$ cat config.mk
export PLATFORM = sky130hd
export DESIGN_NAME = slurm16_memory_bank
export DESIGN_NICKNAME = d
export VERILOG_FILES = /design/src/slurm16_mem_pkg.sv /design/src/slurm16_memory_bank.sv
export SDC_FILE = /design/constraint.sdc
export NUM_CORES = 2
export LEC_CHECK = 0
export BUFFER_PORTS_ARGS = -buffer_cell sky130_fd_sc_hd__buf_2
export CORE_MARGIN = 2
export CORE_UTILIZATION = 40
export CTS_CLUSTER_DIAMETER = 120
export DETAILED_ROUTE_END_ITERATION = 10
export PLACE_DENSITY_LB_ADDON = 0.3
export RECOVER_POWER = 100
export SLEW_MARGIN = 20
export SYNTH_ARGS = -nofsm -noshare
export SYNTH_HDL_FRONTEND = slang
export SYNTH_SLANG_ARGS = --single-unit
$ cat constraint.sdc
create_clock -name CLK -period 2.7 [get_ports CLK]
set_input_delay 0.54 -clock CLK [delete_from_list [all_inputs] [get_ports CLK]]
set_output_delay 0.54 -clock CLK [all_outputs]
set_load 0.03 [all_outputs]
$ cat src/slurm16_mem_pkg.sv
// Slurm16 memory subsystem shared widths, request struct, state encodings and bank helper
package slurm16_mem_pkg;

	localparam int CPU_WORD_BITS  = 16;	// Width of one CPU data word
	localparam int CPU_ADDR_BITS  = 16;	// Width of a CPU byte address
	localparam int WORD_ADDR_BITS = CPU_ADDR_BITS - 1;	// Byte address with the byte bit dropped
	localparam int WR_MASK_BITS   = 2;	// One enable per byte of a word

	typedef logic [CPU_WORD_BITS - 1:0]  cpu_word_t;	// Data word as seen by the CPU and the RAMs
	typedef logic [CPU_ADDR_BITS - 1:0]  cpu_addr_t;	// Byte address, top bit picks the bank
	typedef logic [WORD_ADDR_BITS - 1:0] word_addr_t;	// Word address, top bit still picks the bank
	typedef logic [WR_MASK_BITS - 1:0]   wr_mask_t;	// Bit 1 is the high byte and bit 0 the low byte

	// One memory request as it travels from a master through the arbiter to a bank
	typedef struct packed {
		logic       valid;	// Request is present this cycle
		logic       wr;	// Write when set, read otherwise
		wr_mask_t   wr_mask;	// Byte enables, only looked at on a write
		word_addr_t addr;	// Word address of the access
		cpu_word_t  data;	// Write data, ignored on a read
	} mem_req_t;

	// Sequencer states of the CPU memory interface
	typedef enum logic [3:0] {
		cpust_halt            = 4'd0,	// Asleep, nothing is fetched
		cpust_execute         = 4'd1,	// Fetching and running plain instructions
		cpust_wait_mem_ready1 = 4'd2,	// First penalty cycle after a bank change for a fetch
		cpust_wait_mem_ready2 = 4'd3,	// Asking for the new bank and waiting for the grant
		cpust_execute_load    = 4'd4,	// Load access to data memory
		cpust_wait_mem_load1  = 4'd5,	// First penalty cycle before a load in the other bank
		cpust_wait_mem_load2  = 4'd6,	// Waiting for the grant of the load bank
		cpust_execute_store   = 4'd7,	// Store access to data memory
		cpust_wait_mem_store1 = 4'd8,	// First penalty cycle before a store in the other bank
		cpust_wait_mem_store2 = 4'd9	// Waiting for the grant of the store bank
	} cpu_state_e;

	// Which master currently holds a bank
	typedef enum logic {
		OWNER_CPU = 1'b0,	// The CPU memory interface
		OWNER_EXT = 1'b1	// The external port, a DMA or video master
	} bank_owner_e;

	// The bank bit is the top bit of the word address
	function automatic logic bank_of(input word_addr_t addr);
		return addr[WORD_ADDR_BITS - 1];
	endfunction

endpackage

$ cat src/slurm16_memory_bank.sv
// Slurm16 memory bank, a synchronous single port word RAM with byte write enables
`timescale 1ns/10ps

module slurm16_memory_bank import slurm16_mem_pkg::*; #(
	parameter int BANK_DEPTH_BITS = 8	// Number of word address bits decoded
) (
	input  logic      CLK,
	input  mem_req_t  req,	// Granted request from the arbiter
	output cpu_word_t q	// Read word, one cycle after the read is taken
);

	localparam int DEPTH = 2 ** BANK_DEPTH_BITS;	// Words in the bank

	localparam int HI_LSB = CPU_WORD_BITS / 2;	// First bit of the high byte

	cpu_word_t mem [DEPTH];	// Storage array, contents undefined after power up

	logic [BANK_DEPTH_BITS - 1:0] index;	// Row picked by the request
	logic                         do_write;	// Taken write this cycle
	logic                         do_read;	// Taken read this cycle

	assign index    = req.addr[BANK_DEPTH_BITS - 1:0];	// Upper address bits are ignored
	assign do_write = req.valid && req.wr;
	assign do_read  = req.valid && !req.wr;

	// Write port, each byte lane has its own enable
	always_ff @(posedge CLK) begin
		if (do_write) begin
			if (req.wr_mask[1])
				mem[index][CPU_WORD_BITS - 1:HI_LSB] <= req.data[CPU_WORD_BITS - 1:HI_LSB];
			if (req.wr_mask[0])
				mem[index][HI_LSB - 1:0] <= req.data[HI_LSB - 1:0];
		end
	end

	// Read port, q keeps the last word read until the next read
	always_ff @(posedge CLK) begin
		if (do_read)
			q <= mem[index];
	end

	a_mask_nonzero: assert property (@(posedge CLK)
		do_write |-> (req.wr_mask != '0));	// A write with no lanes would be lost silently

endmodule

After elaboration in Yosys (flattened, before gate mapping)
Memories as Yosys holds them, arrays and structs flattened. A register that Yosys moved wholly into a read port is not among the register bits. Cells that the tools add are included.

Word-level logic and storage cells: 10. Memories: 1. Input bits: 36. Register bits: 0. RAM bits: 4096.

Memory list: mem (words 256, width 16, read ports 1, clocked after Yosys merged registers in 1, wr ports 1, line slurm16_memory_bank.sv:16) `cpu_word_t mem [DEPTH];`.

Reduce and logical (&&, ||, !) cells: 3. Mux-type cells: 6.

Operators with widths (number): $mux 1 (6); $logic_and 1x1->1 (2); $logic_not 1->1 (1).

Logic depth before layout (Yosys ltp)
Word-level depth: 3. Depth in mapped cells: 9. Mapped depth without buffers: 5.

Worst setup path before layout
Ideal clock, no wire load.

Path kind: input -> register. Start: in req[17] (netlist bit). End: mem mem[130][0] (netlist bit), enable pin. Arrival time: 2.406 ns. Stages: 8. Required time: 2.330 ns. Slack: -0.076 ns. Buffers on the path: 5. Cell sequence: buf_2 buf_2 buf_1 clkbuf_1 nor2b_1 nand2_1 clkbuf_1 nor2_1.

RTL lines: start, declared (line slurm16_memory_bank.sv:8) `input mem_req_t req,`; end, declared (line slurm16_memory_bank.sv:16).

No word-level cell before the write port.

Worst setup path after layout
Start: in req[18] (netlist bit). End: mem mem[223][1] (netlist bit), enable pin.

No word-level cell before the write port.

==> flow_metrics.env <==
export IMPL_status="finished with violations"
export IMPL_violations="capacitance limit, slew limit, setup timing"
export IMPL_async_flop_share_pct=0
export IMPL_fp_dieH_um=630
export IMPL_path_max_fanout=25
export IMPL_drc=0
export IMPL_grt_pass1_vias=80000
export IMPL_p_sw_share_pct=20.9
export IMPL_drive_gt1_share_pct=29.8
export IMPL_cp_arrival_ns=3.29
export IMPL_timing_fmax_ghz=0.368
export IMPL_clkLatencyLatePin_ns=0.95
export IMPL_maxCapViolations=19
export IMPL_routed_via_count=78200
export IMPL_synth_top_area_share_pct=78.8
export IMPL_place_area_um2=173000
export IMPL_grt_first_pass_wirelength_mm=578
export IMPL_syn_avg_cell_area_um2=22.3
export IMPL_ant_nets=0
export IMPL_slew_violations=1151
export IMPL_p_comb_share_pct=5.0
export IMPL_min_path_type="input port to flop"
export IMPL_drt_iter0_markers=9006
export IMPL_period_minus_slack_ns=2.72
export IMPL_cts_inserted_buffers=398
export IMPL_synth_top_cells_by_area="edfxtp_1 79%, mux4_2 15%, a22oi_1 2.5%"
export IMPL_clockPowerShare_pct=41.9
export IMPL_critical_path_buf_inv_count=4
export IMPL_power_density_nw_per_um2=720
export IMPL_cts_max_level=5
export IMPL_finalWirelength_mm=403
export IMPL_p_seq_share_pct=53.2
export IMPL_wl_per_cell_um=29.2
export IMPL_p_int_mw=105
export IMPL_crit_chain="buf_2 > and2_0 > buf_12 > nand3_1 > clkbuf_2 > nor2_1 > clkbuf_2"
export IMPL_yosysSeqAreaShare_pct=78.8
export IMPL_p_switching_mw=27.6
export IMPL_die_w_um=630
export IMPL_clock_sinks=4112
export IMPL_cts_root_buf="clkbuf_16"
export IMPL_fin_crit_sh_pct=101
export IMPL_cpPeakStageDelay_ns=0.69
export IMPL_cts_clk_slew_worst_paths_ns=0.06
export IMPL_drt_vias_per_instance=5.67
export IMPL_crit_slowest_cell="and2_0"
export IMPL_dp_cells=13000
export IMPL_hold_viol=0
export IMPL_design_area_um2=184000
export IMPL_final_cells=13800
export IMPL_cts_tree="built"
export IMPL_postCtsSetupRepairBufs=0
export IMPL_portBuffers=44
export IMPL_p_total_mw=132
export IMPL_synth_seq_cells=4112
export IMPL_grt_max_degree=113
export IMPL_synthCells=7032
export IMPL_synth_nets=7068
export IMPL_gr_total_overflow=0
export IMPL_dieArea_um2=397000
export IMPL_finalNetCount=8290
export IMPL_cp_top_family="buffers and inverters"
export IMPL_vdd_drop_max_mv=0.584
export IMPL_maxUsedRoutingLayer="met4"
export IMPL_synth_edf_count=4112
export IMPL_gp_congestion=0.834
export IMPL_wl_met2_mm=200
export IMPL_synth_cell_types=18
export IMPL_wl_met3_mm=29.2
export IMPL_synth_top_cell_by_area="edfxtp_1"
export IMPL_drt_met1_wl_mm=164
export IMPL_crit_top_cell="clkbuf_2"
export IMPL_drtPass1Iterations=6
export IMPL_path_class="input port to flop"
export IMPL_worst_slack_ns=-0.0156
export IMPL_cp_required_ns=3.27
export IMPL_synth_area_um2=157000
export IMPL_endpoint_kind="flop"
export IMPL_leakagePower_nw=57.1
export IMPL_coreArea_um2=389000
export IMPL_ys_warn_count=0
export IMPL_finalSetupViolCount=7
export IMPL_skew_ns=0.0659
export IMPL_initial_core_util_pct=40.2
export IMPL_synth_flop_cell="edfxtp_1"
export IMPL_fp_row_count=229
export IMPL_grt_usage_pct=20.0
export IMPL_critPathLaunchType="input port"
export IMPL_fin_hold_ws_ns=0.601
export IMPL_area_growth_pct=17.4
export IMPL_io_pins=52
export IMPL_tightest_slew_ns=3.04
export IMPL_clk_path_buf_depth=4
export IMPL_antenna_found_initial=20
export IMPL_slew_headroom_pct=-103
export IMPL_hpwl_mm=261
## final cells by class
| class | instances | area [um^2] |
|---|---|---|
| flip-flops and latches | 4112 | 123000 |
| repair buffers | 1284 | 9620 |
| well taps | 5197 | 6500 |
| clock buffers | 478 | 10400 |
| multi-input cells | 2458 | 31400 |
| fillers | 31900 | 206000 |
| clock inverters | 245 | 2470 |
| diodes | 22 | 55.1 |
## sequential cells by signal, summed over array words and instances (netlist names)
| signal | cells |
|---|---|
| mem | 4096 |
| q | 16 |
## layout by cell type (no fill, tap or decap), types with 3 or more instances in the layout
master	n
nor2_1	521
clkinv_8	4
bufinv_16	48
clkbuf_1	416
clkbuf_4	29
buf_6	3
a21oi_1	255
nand2_4	6
buf_4	480
nor2b_1	3
edfxtp_1	4112
inv_6	14
dlygate4sd3_1	3
diode_2	22
a22oi_1	510
nand4_1	16
buf_8	4
o41ai_1	47
nand2_1	37
buf_12	150
o41ai_4	3
clkinv_1	92
clkbuf_2	253
nand3_1	5
clkinv_2	68
clkbuf_16	403
buf_2	17
mux4_2	1024
o41ai_2	14
clkinvlp_4	16
## worst paths after layout
| check | from | to | slack (ns) | cells after the start |
|---|---|---|---|---|
| min reg2reg | mem[50][10]$_DFFE_PP_ | q[10]$_DFFE_PP_ | 1.13 | 6 |
| max | req[18] | mem[223][1]$_DFFE_PP_ | -0.02 | 7 |
| max reg2reg | mem[174][14]$_DFFE_PP_ | q[14]$_DFFE_PP_ | 0.07 | 6 |
| min | req[22] | q[6]$_DFFE_PP_ | 0.60 | 6 |
## synthesized netlist by cell type, types with 6 or more instances
cell type and count:
mux4_2 1024, buf_2 77, buf_1 41, nor2_1 523, buf_6 28, nor2b_1 7
nand4_1 16, a21oi_1 256, a22oi_1 512, nand2_1 45, edfxtp_1 4112, nand3_1 6
o41ai_1 64, buf_4 10, clkbuf_1 306
## stage by stage
stage          setup TNS, ns  setup slack, ns  utilization, %
6_report             -0.0688          -0.0156            47.2
5_1_grt             -0.00664         -0.00664            47.2
4_1_cts                    0         0.000912            47.9
3_5_place_dp         -552.36            -1.14            44.6
3_3_place_gp         -520.51            -1.38            44.6
2_1_floorplan         -70.90          -0.0764               -
## timing repair
action | in CTS | in global routing
hold endpoints to repair | 47 | 0
gates resized for setup | 9 | 13
pin swaps | 0 | 1
hold buffers | 3 | 0
endpoints found under the setup margin | 9 | 8
## power by group through the flow
stage	sequential (mW)	combinational [mW]	clock [mW]
final	70.4	6.56	55.4
after global routing	70.3	6.91	58.7
after CTS	70.3	6.77	56.3
after detailed placement	71.7	6.74	0
after global placement	71.7	6.64	0
after floorplan	71.7	2.98	0
## kinds of logic (layout without fill, tap and decap cells)
kind of cell	Yosys count	count (layout)	synth area share [%]
buffers and inverters	462	2007	1.33
DFF	4112	4112	78.8
AOI/OAI and AO/OA	832	832	3.63
muxes	1024	1024	14.7
other	0	22	0
and+or+nand+nor	602	602	1.49
## tightest hold or removal path, delay by kind of cell
kind | cells | cell delay (ns)
AO/OA/AOI/OAI | 1 | 0.09
buffers and inverters | 3 | 0.46
AND/OR/NAND/NOR | 2 | 0.24
## routing by layer
| metal | global-route usage (%) | up-vias |
|---|---|---|
| li1 | - | 32500 |
| met1 | 27.7 | 42000 |
| met2 | 33.3 | 3195 |
| met3 | 2.81 | 537 |
| met4 | 5.36 | 0 |
| met5 | 0 | - |
(Power assumes the default switching activity.)
