### src/slurm16_mem_pkg.sv
// Slurm16 memory subsystem shared widths, request struct, state encodings and bank helper
package slurm16_mem_pkg;

	localparam int CPU_WORD_BITS  = 16;	// Width of one CPU data word
	localparam int CPU_ADDR_BITS  = 16;	// Width of a CPU byte address
	localparam int WORD_ADDR_BITS = CPU_ADDR_BITS - 1;	// Byte address with the byte bit dropped
	localparam int WR_MASK_BITS   = 2;	// One enable per byte of a word

	typedef logic [CPU_WORD_BITS - 1:0]  cpu_word_t;	// Data word as seen by the CPU and the RAMs
	typedef logic [CPU_ADDR_BITS - 1:0]  cpu_addr_t;	// Byte address, top bit picks the bank
	typedef logic [WORD_ADDR_BITS - 1:0] word_addr_t;	// Word address, top bit still picks the bank
	typedef logic [WR_MASK_BITS - 1:0]   wr_mask_t;	// Bit 1 is the high byte and bit 0 the low byte

	// One memory request as it travels from a master through the arbiter to a bank
	typedef struct packed {
		logic       valid;	// Request is present this cycle
		logic       wr;	// Write when set, read otherwise
		wr_mask_t   wr_mask;	// Byte enables, only looked at on a write
		word_addr_t addr;	// Word address of the access
		cpu_word_t  data;	// Write data, ignored on a read
	} mem_req_t;

	// Sequencer states of the CPU memory interface
	typedef enum logic [3:0] {
		cpust_halt            = 4'd0,	// Asleep, nothing is fetched
		cpust_execute         = 4'd1,	// Fetching and running plain instructions
		cpust_wait_mem_ready1 = 4'd2,	// First penalty cycle after a bank change for a fetch
		cpust_wait_mem_ready2 = 4'd3,	// Asking for the new bank and waiting for the grant
		cpust_execute_load    = 4'd4,	// Load access to data memory
		cpust_wait_mem_load1  = 4'd5,	// First penalty cycle before a load in the other bank
		cpust_wait_mem_load2  = 4'd6,	// Waiting for the grant of the load bank
		cpust_execute_store   = 4'd7,	// Store access to data memory
		cpust_wait_mem_store1 = 4'd8,	// First penalty cycle before a store in the other bank
		cpust_wait_mem_store2 = 4'd9	// Waiting for the grant of the store bank
	} cpu_state_e;

	// Which master currently holds a bank
	typedef enum logic {
		OWNER_CPU = 1'b0,	// The CPU memory interface
		OWNER_EXT = 1'b1	// The external port, a DMA or video master
	} bank_owner_e;

	// The bank bit is the top bit of the word address
	function automatic logic bank_of(input word_addr_t addr);
		return addr[WORD_ADDR_BITS - 1];
	endfunction

endpackage

### src/slurm16_memory_arbiter.sv
// Slurm16 memory arbiter sharing each bank between the CPU and one external master
`timescale 1ns/10ps

module slurm16_memory_arbiter import slurm16_mem_pkg::*; #(
	parameter int BANK_DEPTH_BITS = 8	// Word address bits kept by each bank
) (
	input  logic      CLK,
	input  logic      RSTb,

	input  mem_req_t  cpu_req,	// Request from the CPU memory interface
	input  mem_req_t  ext_req,	// Request from the external port
	output logic      cpu_ready,	// CPU request is taken this cycle
	output logic      ext_ready,	// External request is taken this cycle
	output cpu_word_t cpu_mem_data,	// Read data back to the CPU
	output cpu_word_t ext_data,	// Read data back to the external port

	output mem_req_t  bank0_req,
	output mem_req_t  bank1_req,
	input  cpu_word_t bank0_q,
	input  cpu_word_t bank1_q
);

	bank_owner_e owner_r [2];	// Current holder of each bank
	logic [1:0]  cpu_hit;	// CPU asks for this bank
	logic [1:0]  ext_hit;	// External port asks for this bank
	mem_req_t    cpu_trim;	// CPU request with the address cut to the bank depth
	mem_req_t    ext_trim;
	mem_req_t    bank_req [2];	// Granted request per bank
	logic        cpu_sel_r;	// Bank of the last CPU access, picks the return word
	logic        ext_sel_r;

	// Decode which bank each master addresses
	always_comb begin
		for (int b = 0; b < 2; b++) begin
			cpu_hit[b] = cpu_req.valid && (bank_of(cpu_req.addr) == b[0]);
			ext_hit[b] = ext_req.valid && (bank_of(ext_req.addr) == b[0]);
		end
	end

	// Ownership moves only when the holder is idle on that bank and the other master asks
	always_ff @(posedge CLK) begin
		if (!RSTb) begin
			owner_r[0] <= OWNER_CPU;
			owner_r[1] <= OWNER_CPU;
		end else begin
			for (int b = 0; b < 2; b++) begin
				if (owner_r[b] == OWNER_CPU && !cpu_hit[b] && ext_hit[b])
					owner_r[b] <= OWNER_EXT;
				else if (owner_r[b] == OWNER_EXT && !ext_hit[b] && cpu_hit[b])
					owner_r[b] <= OWNER_CPU;
			end
		end
	end

	// Grants come straight from the request and the owner registers
	assign cpu_ready = cpu_req.valid && (owner_r[bank_of(cpu_req.addr)] == OWNER_CPU);
	assign ext_ready = ext_req.valid && (owner_r[bank_of(ext_req.addr)] == OWNER_EXT);

	// Higher word address bits alias onto the bank
	always_comb begin
		cpu_trim      = cpu_req;
		cpu_trim.addr = word_addr_t'(cpu_req.addr[BANK_DEPTH_BITS - 1:0]);
		ext_trim      = ext_req;
		ext_trim.addr = word_addr_t'(ext_req.addr[BANK_DEPTH_BITS - 1:0]);
	end

	// Route the owner's request, valid only when it really addresses the bank
	always_comb begin
		for (int b = 0; b < 2; b++) begin
			if (owner_r[b] == OWNER_CPU) begin
				bank_req[b]       = cpu_trim;
				bank_req[b].valid = cpu_hit[b];
			end else begin
				bank_req[b]       = ext_trim;
				bank_req[b].valid = ext_hit[b];
			end
		end
	end

	assign bank0_req = bank_req[0];
	assign bank1_req = bank_req[1];

	// Remember where each master's taken access went, the bank answers one cycle later
	always_ff @(posedge CLK) begin
		if (!RSTb) begin
			cpu_sel_r <= 1'b0;
			ext_sel_r <= 1'b0;
		end else begin
			if (cpu_ready)
				cpu_sel_r <= bank_of(cpu_req.addr);
			if (ext_ready)
				ext_sel_r <= bank_of(ext_req.addr);
		end
	end

	assign cpu_mem_data = cpu_sel_r ? bank1_q : bank0_q;
	assign ext_data     = ext_sel_r ? bank1_q : bank0_q;

	a_ready_exclusive: assert property (@(posedge CLK) disable iff (!RSTb)
		(cpu_ready && ext_ready) |-> (bank_of(cpu_req.addr) != bank_of(ext_req.addr)));

endmodule

### config.mk
export PLATFORM = sky130hd
export DESIGN_NAME = slurm16_memory_arbiter
export DESIGN_NICKNAME = d
export VERILOG_FILES = /design/src/slurm16_mem_pkg.sv /design/src/slurm16_memory_arbiter.sv
export SDC_FILE = /design/constraint.sdc
export NUM_CORES = 1
export LEC_CHECK = 0
export ABC_CLOCK_PERIOD_IN_PS = 2560
export BUFFER_PORTS_ARGS = -buffer_cell sky130_fd_sc_hd__buf_2
export CAP_MARGIN = 20
export CORE_AREA = 2 2 81 83
export CTS_CLUSTER_SIZE = 25
export DETAILED_ROUTE_END_ITERATION = 12
export DIE_AREA = 0 0 83 85
export HOLD_SLACK_MARGIN = 0.02
export PLACE_DENSITY = 0.71
export SYNTH_ARGS = -nofsm -noshare
export SYNTH_HDL_FRONTEND = slang
export SYNTH_SLANG_ARGS = --single-unit
### constraint.sdc
create_clock -name CLK -period 2.56 [get_ports CLK]
set_clock_uncertainty 0.2 [all_clocks]
set_input_delay 0.384 -clock CLK [delete_from_list [all_inputs] [get_ports CLK]]
set_output_delay 0.384 -clock CLK [all_outputs]
set_load 0.02 [all_outputs]
; ---- Word-level counts from Yosys, hierarchy flattened
; Memories as Yosys holds them, arrays and structs flattened.
; Index checks and enable logic that the tools add are counted.
[totals]
output_inout_bits = 104
input_bits = 104
ram_bits = 2
latchBits = 0
elab_cells = 53
mem_count = 1
register_bits = 2
romBits = 0
[classes]
n_addsub = 0
n_shift = 0
n_bitwise = 9
mux = 23
reduce_logical = 18
n_mul = 0
order_cmp = 0
div_mod_pow = 0
n_eq_ne = 0
[memory_table]
columns = name, depth, width, read_ports, rd_clocked_by_memory_dff, wr, line
row1 = owner_r, 2, 1, 4, 0, 2, slurm16_memory_arbiter.sv:23  ; bank_owner_e owner_r [2];
[ops]
columns = op, count
row1 = 35-bit 2-to-1 mux, 2
row2 = 16-bit 2-to-1 mux, 2
row3 = 1-bit 2-to-1 mux, 19
row4 = 1-bit logical AND, 14
row5 = 1-bit NOT, 5
row6 = 1-bit zero test, 4
row7 = 1-bit OR, 4

; ---- Depth between registers and ports, before layout
; Gate-level depths: netlist of run 1.
[depth]
ltp_word = 10
ltp_mapped = 5
mapped_depth_nobuf = 3

; ---- Worst setup path before layout of run 1
; Ideal clock, no wire load.
[synth_path]
path_type = reg2out
from = mem owner_r[0] (netlist name)
to = out bank0_req[34] (netlist name)
slack_ns = 0.828
arrival_ns = 1.148
t_required_ns = 1.976
path_stages_with_launch = 4
n_path_buf = 2
path_cell_list = edfxtp_1 buf_6 buf_6 o21ai_0
[synth_rtl]
columns = element, line
row1 = "start, declared", slurm16_memory_arbiter.sv:23
row2 = "end, declared", slurm16_memory_arbiter.sv:17  ; output mem_req_t bank0_req,

==> run summary, run 1 <==
Wirelength, routed = 5.05 mm
Iteration-0 DRC Markers = 33
Chip height = 85 um
Die X-Extent = 83 um
Initial DRT Pass Iterations = 5
Pint = 0.499 mW
Core ar. = 0.00620 mm2
Count of cell types in the netlist = 25
Compound-cell area share of the yosys netlist = 0.0482
Slew Limit Fails = 0
Nets = 431
Cts bufs inserted = 3
Antenna Nets Post-Route = 0
Placed insts = 399
Post-synth EDFFs = 1
Initial core utilization = 0.285
Antenna Cells = 0
Highest clock rate = 0.467 GHz
Register area = 91.3 um2
Largest net degree at the start of global routing = 29
Post-Synth XOR/XNOR Area = 0
CTS Root Cell = clkbuf_8
Sw frac = 0.437
GRT Overall Usage = 0.125
Hold Buf Count CTS = 0
Final Hold Fails = 0
Final Wtd Congestion = 0.738
Area delta synth->final = 51.1%
Dpl cell area = 0.00262 mm2
Synth Instances = 149
Place WS = 0.643 ns
Sw power = 0.388 mW
Sequential share of the synthesized area = 0.0510
Clk Latency, worst-skew pair = 0.22 ns
Post-Syn Area per Cell = 11.8 um2
Crit start category = register
Layout cells sized above 1 = 0.850
Lkg Pwr = 1.49 nW
Fin util = 0.430
Filler-free cell count of the finished design = 403
Hold_ws = 0.259 ns
Row count = 29
Clock share of power = 0.160
Remaining global-route overflow = 0
Ys Warns = 0
Synth Flop Type = dfxtp_1
DRC viols = 0
CP Class = reg2out
Worst VDD drop = 0.237 mV
Clock sinks = 4
Number of global-route vias before repair = 1675
Resize count post-CTS = 0
WP data arrival = 1.56 ns
CP Max Fanout = 28
Post-Syn Area = 0.00177 mm2
Setup Viol. Count Final = 0
Flop pwr share = 0.092
Power share of the combinational group = 0.749
Synth Area in Simple Gates = 0.0475
RSZ-0062 raised after global routing = false
Cell area power density = 333 mW/mm2
Proportion of synthesized area in mux cells = 0.701
Fin crit period = 2.14 ns
Post-CTS Setup Inserts = 0
First-pass GRT wire length = 7.52 mm
Setup TNS = 0 ns
Async set-reset flop share out of synthesis = 0
CTS Buffer Depth = 2
Final WS setup = 0.417 ns
H-tree depth = 1
Number of max-cap violations = 0
CTS tree = built
Period utilization = 0.837
Final instance area = 0.00267 mm2
Clk slew on worst S/H paths = 0.03 ns
Initial antenna violation count = 0
Worst Hold Class = in2reg
DR WL/cell = 12.5 um
Drt via density = 4.35
Largest family of logic cells by synthesized area = multiplexers
#FFs+latches synth = 4
Post-DP HPWL = 4.38 mm
Fillcell total = 630
Multi-input logic area = 0.00146 mm2
Vias post-DR = 1753
Number of top-level pins = 208
WP data required = 1.98 ns
# port buffers = 181
Die ar. = 0.00706 mm2
Adder-cell area share of the yosys netlist = 0
Status = completed
Crit. End Element = primary output
Power Total = 0.888 mW
[synth_stat cells, types with 2 or more instances]
library cell | number | area (um2)
mux2_4 | 69 | 1040
mux2_2 | 17 | 191
buf_4 | 14 | 105
buf_6 | 10 | 113
nand2_1 | 6 | 22.5
nor2b_1 | 4 | 25.0
o21ai_1 | 4 | 20.0
dfxtp_1 | 3 | 60.1
a21boi_1 | 2 | 15.0
buf_12 | 2 | 40.0
inv_1 | 2 | 7.51
nand2b_1 | 2 | 12.5
o21ai_0 | 2 | 10.0
[cell type report]
type,count,share of cell area
clock buffer,4,0.0169
inverter,2,0.00281
multi-input combinational,130,0.547
sequential,4,0.0342
tap,77,0.0361
timing repair buffer,186,0.363
[critical path, stage by stage, from the launching register on]
cell and delay (ns):
edfxtp_1 0.53, buf_12 0.28, mux2_2 0.35, buf_2 0.16
[cells in the final DEF (no fill, tap or decap), drive strengths merged, types with 2 or more instances in the layout]
cell type	synthesis	final
buf	26	186
mux2	86	86
conb	1	14
nand2	6	6
o21ai	6	6
nor2b	5	5
clkbuf	0	4
dfxtp	3	3
nand2b	2	2
inv	2	2
a21boi	2	2
[per-layer routing]
layer  wire, um  share of wire  global-route usage
met1       1880           0.37               0.132
met2       2810           0.56               0.262
met3        341          0.068              0.0175
met4         24         0.0048              0.0224
met5          0              0                   0
[worst paths after layout]
path | start | endpoint | slack [ns] | cells past startpoint
min | RSTb | ext_sel_r | 0.26 | 2
max reg2reg | owner_r[1] | owner_r[0] | 1.04 | 4
max | owner_r[0] | bank0_req[1] | 0.42 | 3
min reg2reg | cpu_sel_r | cpu_sel_r | 0.53 | 3
[power by group through the flow]
stage	clock, mW	combinational, mW	sequential [mW]
2_1_floorplan	0	0.497	0.0725
3_3_place_gp	0	0.659	0.0819
3_5_place_dp	0	0.669	0.0827
4_1_cts	0.145	0.672	0.0818
5_1_grt	0.148	0.704	0.0830
6_report	0.142	0.665	0.0816
[cells by family after synthesis]
kind of cell | count (synthesis)
compound gates | 13
flops | 4
simple gates | 16
buf+inv | 28
other cells | 1
mux | 87
[registers in the layout (all words and copies together), names as in the netlist]
| register | cells |
|---|---|
| owner_r | 2 |
| cpu_sel_r | 1 |
| ext_sel_r | 1 |
Note: power is estimated with default switching activity, not from simulation.
==> inputs of run 2 (changes only) <==
--- a/config.mk
+++ b/config.mk
@@ -5,7 +5,7 @@
 export SDC_FILE = /design/constraint.sdc
 export NUM_CORES = 1
 export LEC_CHECK = 0
-export ABC_CLOCK_PERIOD_IN_PS = 2560
+export ABC_CLOCK_PERIOD_IN_PS = 1830
 export BUFFER_PORTS_ARGS = -buffer_cell sky130_fd_sc_hd__buf_2
 export CAP_MARGIN = 20
 export CORE_AREA = 2 2 81 83
@@ -13,7 +13,7 @@
 export DETAILED_ROUTE_END_ITERATION = 12
 export DIE_AREA = 0 0 83 85
 export HOLD_SLACK_MARGIN = 0.02
-export PLACE_DENSITY = 0.71
+export PLACE_DENSITY = 0.74
 export SYNTH_ARGS = -nofsm -noshare
 export SYNTH_HDL_FRONTEND = slang
 export SYNTH_SLANG_ARGS = --single-unit
==> constraint.sdc (replaced) <==
create_clock -name CLK -period 1.83 [get_ports CLK]
set_clock_uncertainty 0.2 [all_clocks]
set_input_delay 0.2745 -clock CLK [delete_from_list [all_inputs] [get_ports CLK]]
set_output_delay 0.2745 -clock CLK [all_outputs]
set_load 0.02 [all_outputs]
==> run summary, run 2 (same netlist as run 1, synthesis figures left out) <==
Iteration-0 DRC Markers = 36
Met2 WL = 3.17 mm
WP data arrival = 1.38 ns
First-pass GRT wire length = 7.88 mm
Largest net degree at the start of global routing = 29
Row count = 29
Clk Latency, worst-skew pair = 0.22 ns
H-tree depth = 1
CTS Root Cell = clkbuf_8
Status = finished, violations left
Worst VDD drop = 0.293 mV
Min-delay src = RSTb
Setup TNS = -0.237 ns
Register with the most flip-flops = owner_r
Initial antenna violation count = 0
Final WS setup = -0.0248 ns
Cts bufs inserted = 3
RSZ-0062 raised after global routing = true
Post-DP HPWL = 4.36 mm
Clk slew on worst S/H paths = 0.03 ns
Place WS = 0.206 ns
Number of global-route vias before repair = 1688
Violated checks = negative setup slack
Crit. End Element = primary output
Clock sinks = 4
Highest clock rate = 0.539 GHz
Core ar. = 0.00620 mm2
Chip height = 85 um
CP Max Fanout = 7
CTS Buffer Depth = 2
Fillcell total = 585
Nets = 437
Most common cell after layout, fill and taps aside = buf_2
Top Metal Used = met4
Wirelength, routed = 5.57 mm
Largest registers = owner_r x2, cpu_sel_r x1, ext_sel_r x1
Final Hold Fails = 0
Hold path endpoint = ext_sel_r
M1 WL = 2.02 mm
Antenna Cells = 0
Most frequent cells in the layout = buf_2, mux2_4, buf_6, mux2_2, conb_1
Worst hold path stage count = 2
Area delta synth->final = 66.2%
WP data required = 1.36 ns
Vias post-DR = 1821
Multi-input logic area = 0.00147 mm2
CP Class = reg2out
Drt via density = 4.45
Die ar. = 0.00706 mm2
Final instance area = 0.00293 mm2
DR WL/cell = 13.6 um
Crit start category = register
Layout cells sized above 1 = 0.858
Worst Hold Class = in2reg
Lkg Pwr = 1.60 nW
# port buffers = 181
Initial core utilization = 0.285
GRT Overall Usage = 0.129
Final Wtd Congestion = 0.689
Initial DRT Pass Iterations = 4
Die X-Extent = 83 um
Register area = 92.6 um2
Worst r2r src = owner_r[0]
Period utilization = 1.01
Dpl cell area = 0.00266 mm2
Fin crit period = 1.85 ns
Setup Viol. Count Final = 21
Number of max-cap violations = 0
Number of top-level pins = 208
Slew Limit Fails = 0
DRC viols = 0
Met3 routed WL = 350 um
Antenna Nets Post-Route = 0
Reg2Reg Setup Slack = 0.39 ns
Remaining global-route overflow = 0
Largest register FFs = 2
Crit Reg-Reg Endpoint = owner_r[0]
Cell area power density = 467 mW/mm2
CTS tree = built
R2r worst-path depth = 5
## run 2: final cells by class
| class | instances | area share |
|---|---|---|
| clock buffer | 4 | 0.0154 |
| sequential | 4 | 0.0316 |
| tap | 77 | 0.0328 |
| multi-input combinational | 130 | 0.502 |
| timing repair buffer | 192 | 0.415 |
| inverter | 2 | 0.00256 |
## run 2: metal layers
layer	GRT usage	vias up
li1	-	881
met1	0.142	850
met2	0.260	86
met3	0.0185	4
met4	0.0238	0
met5	0	-
## run 2: report_power, final
| group | internal [mW] | leakage [nW] | switching, mW | total, mW |
|---|---|---|---|---|
| logic | 0.548 | 1.54 | 0.519 | 1.07 |
| clock network | 0.149 | 0.0228 | 0.0495 | 0.199 |
| registers | 0.0987 | 0.0360 | 0.00570 | 0.104 |
| total | 0.795 | 1.60 | 0.574 | 1.37 |
## run 2: what timing repair did
item,4_1_cts,5_1_grt
cloned,0,3
resized for setup,7,46
setup buffers,0,2
endpoints found under the setup margin,8,27
hold buffers,0,0
endpoints found under the hold margin,0,0
## run 2: through the flow
stage	std cells	total power, mW	utilization	hold slack (ns)
after floorplan	162	0.797	-	0.203
after global placement	400	1.04	0.428	0.367
after detailed placement	400	1.06	0.428	0.374
after CTS	404	1.28	0.439	0.149
after global routing	409	1.44	0.473	0.167
final	409	1.37	0.473	0.150
## run 2: worst max path at each step
stage | startpoint | to | slack [ns] | cells past startpoint
final | owner_r[0] | bank0_req[0] | -0.02 | 4
after global routing | owner_r[0] | bank0_req[0] | -0.06 | 4
after CTS | owner_r[0] | bank0_req[0] | -0.002 | 3
after detailed placement | owner_r[0] | bank0_req[0] | 0.21 | 3
after global placement | owner_r[0] | bank0_req[0] | 0.21 | 3
after floorplan | owner_r[0] | bank0_req[34] | 0.21 | 3
## run 2: critical path: stages (launching register included)
cell,delay [ns]
edfxtp_1,0.39
buf_4,0.17
buf_12,0.14
mux2_4,0.30
buf_4,0.16
==> inputs of run 3 (changes only) <==
--- a/config.mk
+++ b/config.mk
@@ -8,12 +8,14 @@
 export ABC_CLOCK_PERIOD_IN_PS = 1830
 export BUFFER_PORTS_ARGS = -buffer_cell sky130_fd_sc_hd__buf_2
 export CAP_MARGIN = 20
-export CORE_AREA = 2 2 81 83
+export CELL_PAD_IN_SITES_DETAIL_PLACEMENT = 0
+export CELL_PAD_IN_SITES_GLOBAL_PLACEMENT = 1
+export CORE_MARGIN = 2
+export CORE_UTILIZATION = 20
 export CTS_CLUSTER_SIZE = 25
 export DETAILED_ROUTE_END_ITERATION = 12
-export DIE_AREA = 0 0 83 85
 export HOLD_SLACK_MARGIN = 0.02
-export PLACE_DENSITY = 0.74
+export PLACE_DENSITY_LB_ADDON = 0.1
 export SYNTH_ARGS = -nofsm -noshare
 export SYNTH_HDL_FRONTEND = slang
 export SYNTH_SLANG_ARGS = --single-unit
==> run summary, run 3 (same netlist as run 1, synthesis figures left out) <==
Layout cells sized above 1 = 0.851
Antenna Nets Post-Route = 0
Most common cell after layout, fill and taps aside = buf_2
Highest clock rate = 0.548 GHz
RSZ-0062 raised after global routing = true
Number of global-route vias before repair = 1726
DR WL/cell = 12.2 um
Fin crit period = 1.83 ns
Place WS = 0.216 ns
WP data required = 1.36 ns
WP data arrival = 1.35 ns
# port buffers = 181
Post-DP HPWL = 4.57 mm
Vias post-DR = 1774
Hold_ws = 0.163 ns
Clk Latency, worst-skew pair = 0.22 ns
Chip height = 98.0 um
Number of top-level pins = 208
Final Hold Fails = 0
H-tree depth = 1
Dpl cell area = 0.00269 mm2
Setup Viol. Count Final = 0
Antenna Cells = 0
Multi-input logic area = 0.00146 mm2
Clk slew on worst S/H paths = 0.04 ns
Final instance area = 0.00275 mm2
Largest net degree at the start of global routing = 21
Die X-Extent = 98.0 um
Clock sinks = 4
CTS Root Cell = clkbuf_8
GRT Overall Usage = 0.0997
Hold path endpoint = cpu_sel_r
Crit-path cells = buf_12, mux2_2, buf_2
Most frequent cells in the layout = buf_2, mux2_4, mux2_2, conb_1, nand2_1
Crit. End Element = primary output
Fillcell total = 922
Final Wtd Congestion = 0.686
Slew Limit Fails = 0
CP Max Fanout = 20
Nets = 433
Min-delay src = cpu_req[30]
Reg2Reg Setup Slack = 0.40 ns
Number of max-cap violations = 0
Crit Reg-Reg Endpoint = owner_r[0]
Register with the most flip-flops = owner_r
Cell area power density = 462 mW/mm2
R2r worst-path depth = 4
Core ar. = 0.00864 mm2
DRC viols = 0
Worst hold path stage count = 3
Area delta synth->final = 55.8%
CTS tree = built
Worst path max stage delay = 0.40 ns
Register area = 91.3 um2
Largest registers = owner_r x2, cpu_sel_r x1, ext_sel_r x1
Initial antenna violation count = 0
Worst VDD drop = 0.170 mV
Hold Buf Count CTS = 0
Placed insts = 432
Lkg Pwr = 1.51 nW
CTS Buffer Depth = 2
Initial DRT Pass Iterations = 4
Initial core utilization = 0.204
Critical path's slowest cell = edfxtp_1
Die ar. = 0.00960 mm2
Remaining global-route overflow = 0
Filler-free cell count of the finished design = 436
First-pass GRT wire length = 8.09 mm
CP Class = reg2out
Wirelength, routed = 5.30 mm
Crit start category = register
Status = completed
Drt via density = 4.07
Post-CTS Setup Inserts = 0
Cts bufs inserted = 3
Largest register FFs = 2
Final WS setup = 0.00358 ns
Row count = 34
Worst r2r src = owner_r[0]
Worst Hold Class = in2reg
Iteration-0 DRC Markers = 8
Period utilization = 0.998
## run 3: cell count changes in the layout (fill, tap and decap cells not counted), sizes merged
cell    delta
clkbuf     -2
buf        -2
## run 3: stage by stage
step | util | power [mW] | setup TNS [ns]
6_report | 0.318 | 1.27 | 0
5_1_grt | 0.318 | 1.34 | -0.112
4_1_cts | 0.317 | 1.28 | -0.0105
3_3_place_gp | 0.311 | 1.07 | 0
3_5_place_dp | 0.311 | 1.07 | 0
2_1_floorplan | - | 0.797 | 0
## run 3: final cells by class
class,count,share of cell area
sequential,4,0.0332
timing repair buffer,188,0.368
clock buffer,4,0.0164
tap,108,0.0491
multi-input combinational,130,0.530
inverter,2,0.00273
## run 3: repair_timing
| action | in CTS | in global routing |
|---|---|---|
| endpoints found under the setup margin | 7 | 12 |
| cloned | 0 | 0 |
| gates resized for setup | 1 | 4 |
## run 3: how the worst max path moves through the flow
| stage | to | slack (ns) | start |
|---|---|---|---|
| after detailed placement | bank0_req[22] | 0.22 | owner_r[0] |
| after global placement | bank0_req[22] | 0.22 | owner_r[0] |
| after floorplan | bank0_req[34] | 0.21 | owner_r[0] |
| after CTS | bank0_req[1] | -0.008 | owner_r[0] |
| after global routing | bank0_req[1] | -0.03 | owner_r[0] |
| final | bank0_req[1] | 0.004 | owner_r[0] |
## run 3: layer usage
| layer | vias up | part of all wire | GRT usage |
|---|---|---|---|
| met1 | 778 | 0.39 | 0.114 |
| met2 | 121 | 0.49 | 0.185 |
| met3 | 2 | 0.12 | 0.0301 |
| met4 | 0 | 0.0023 | 0.0160 |
| met5 | - | 0 | 0 |
| li1 | 873 | - | - |
## run 3: where the power goes
group / internal [mW] / total [mW] / switching (mW)
Clock: 0.150 / 0.209 / 0.0588
Combinational: 0.465 / 0.957 / 0.492
Sequential: 0.0983 / 0.105 / 0.00639
Total: 0.714 / 1.27 / 0.557
## run 3: worst max-delay path: cells and delay by family (launching register included)
kind	cells	cell delay (ns)
mux	1	0.35
buf+inv	2	0.37
flops	1	0.40
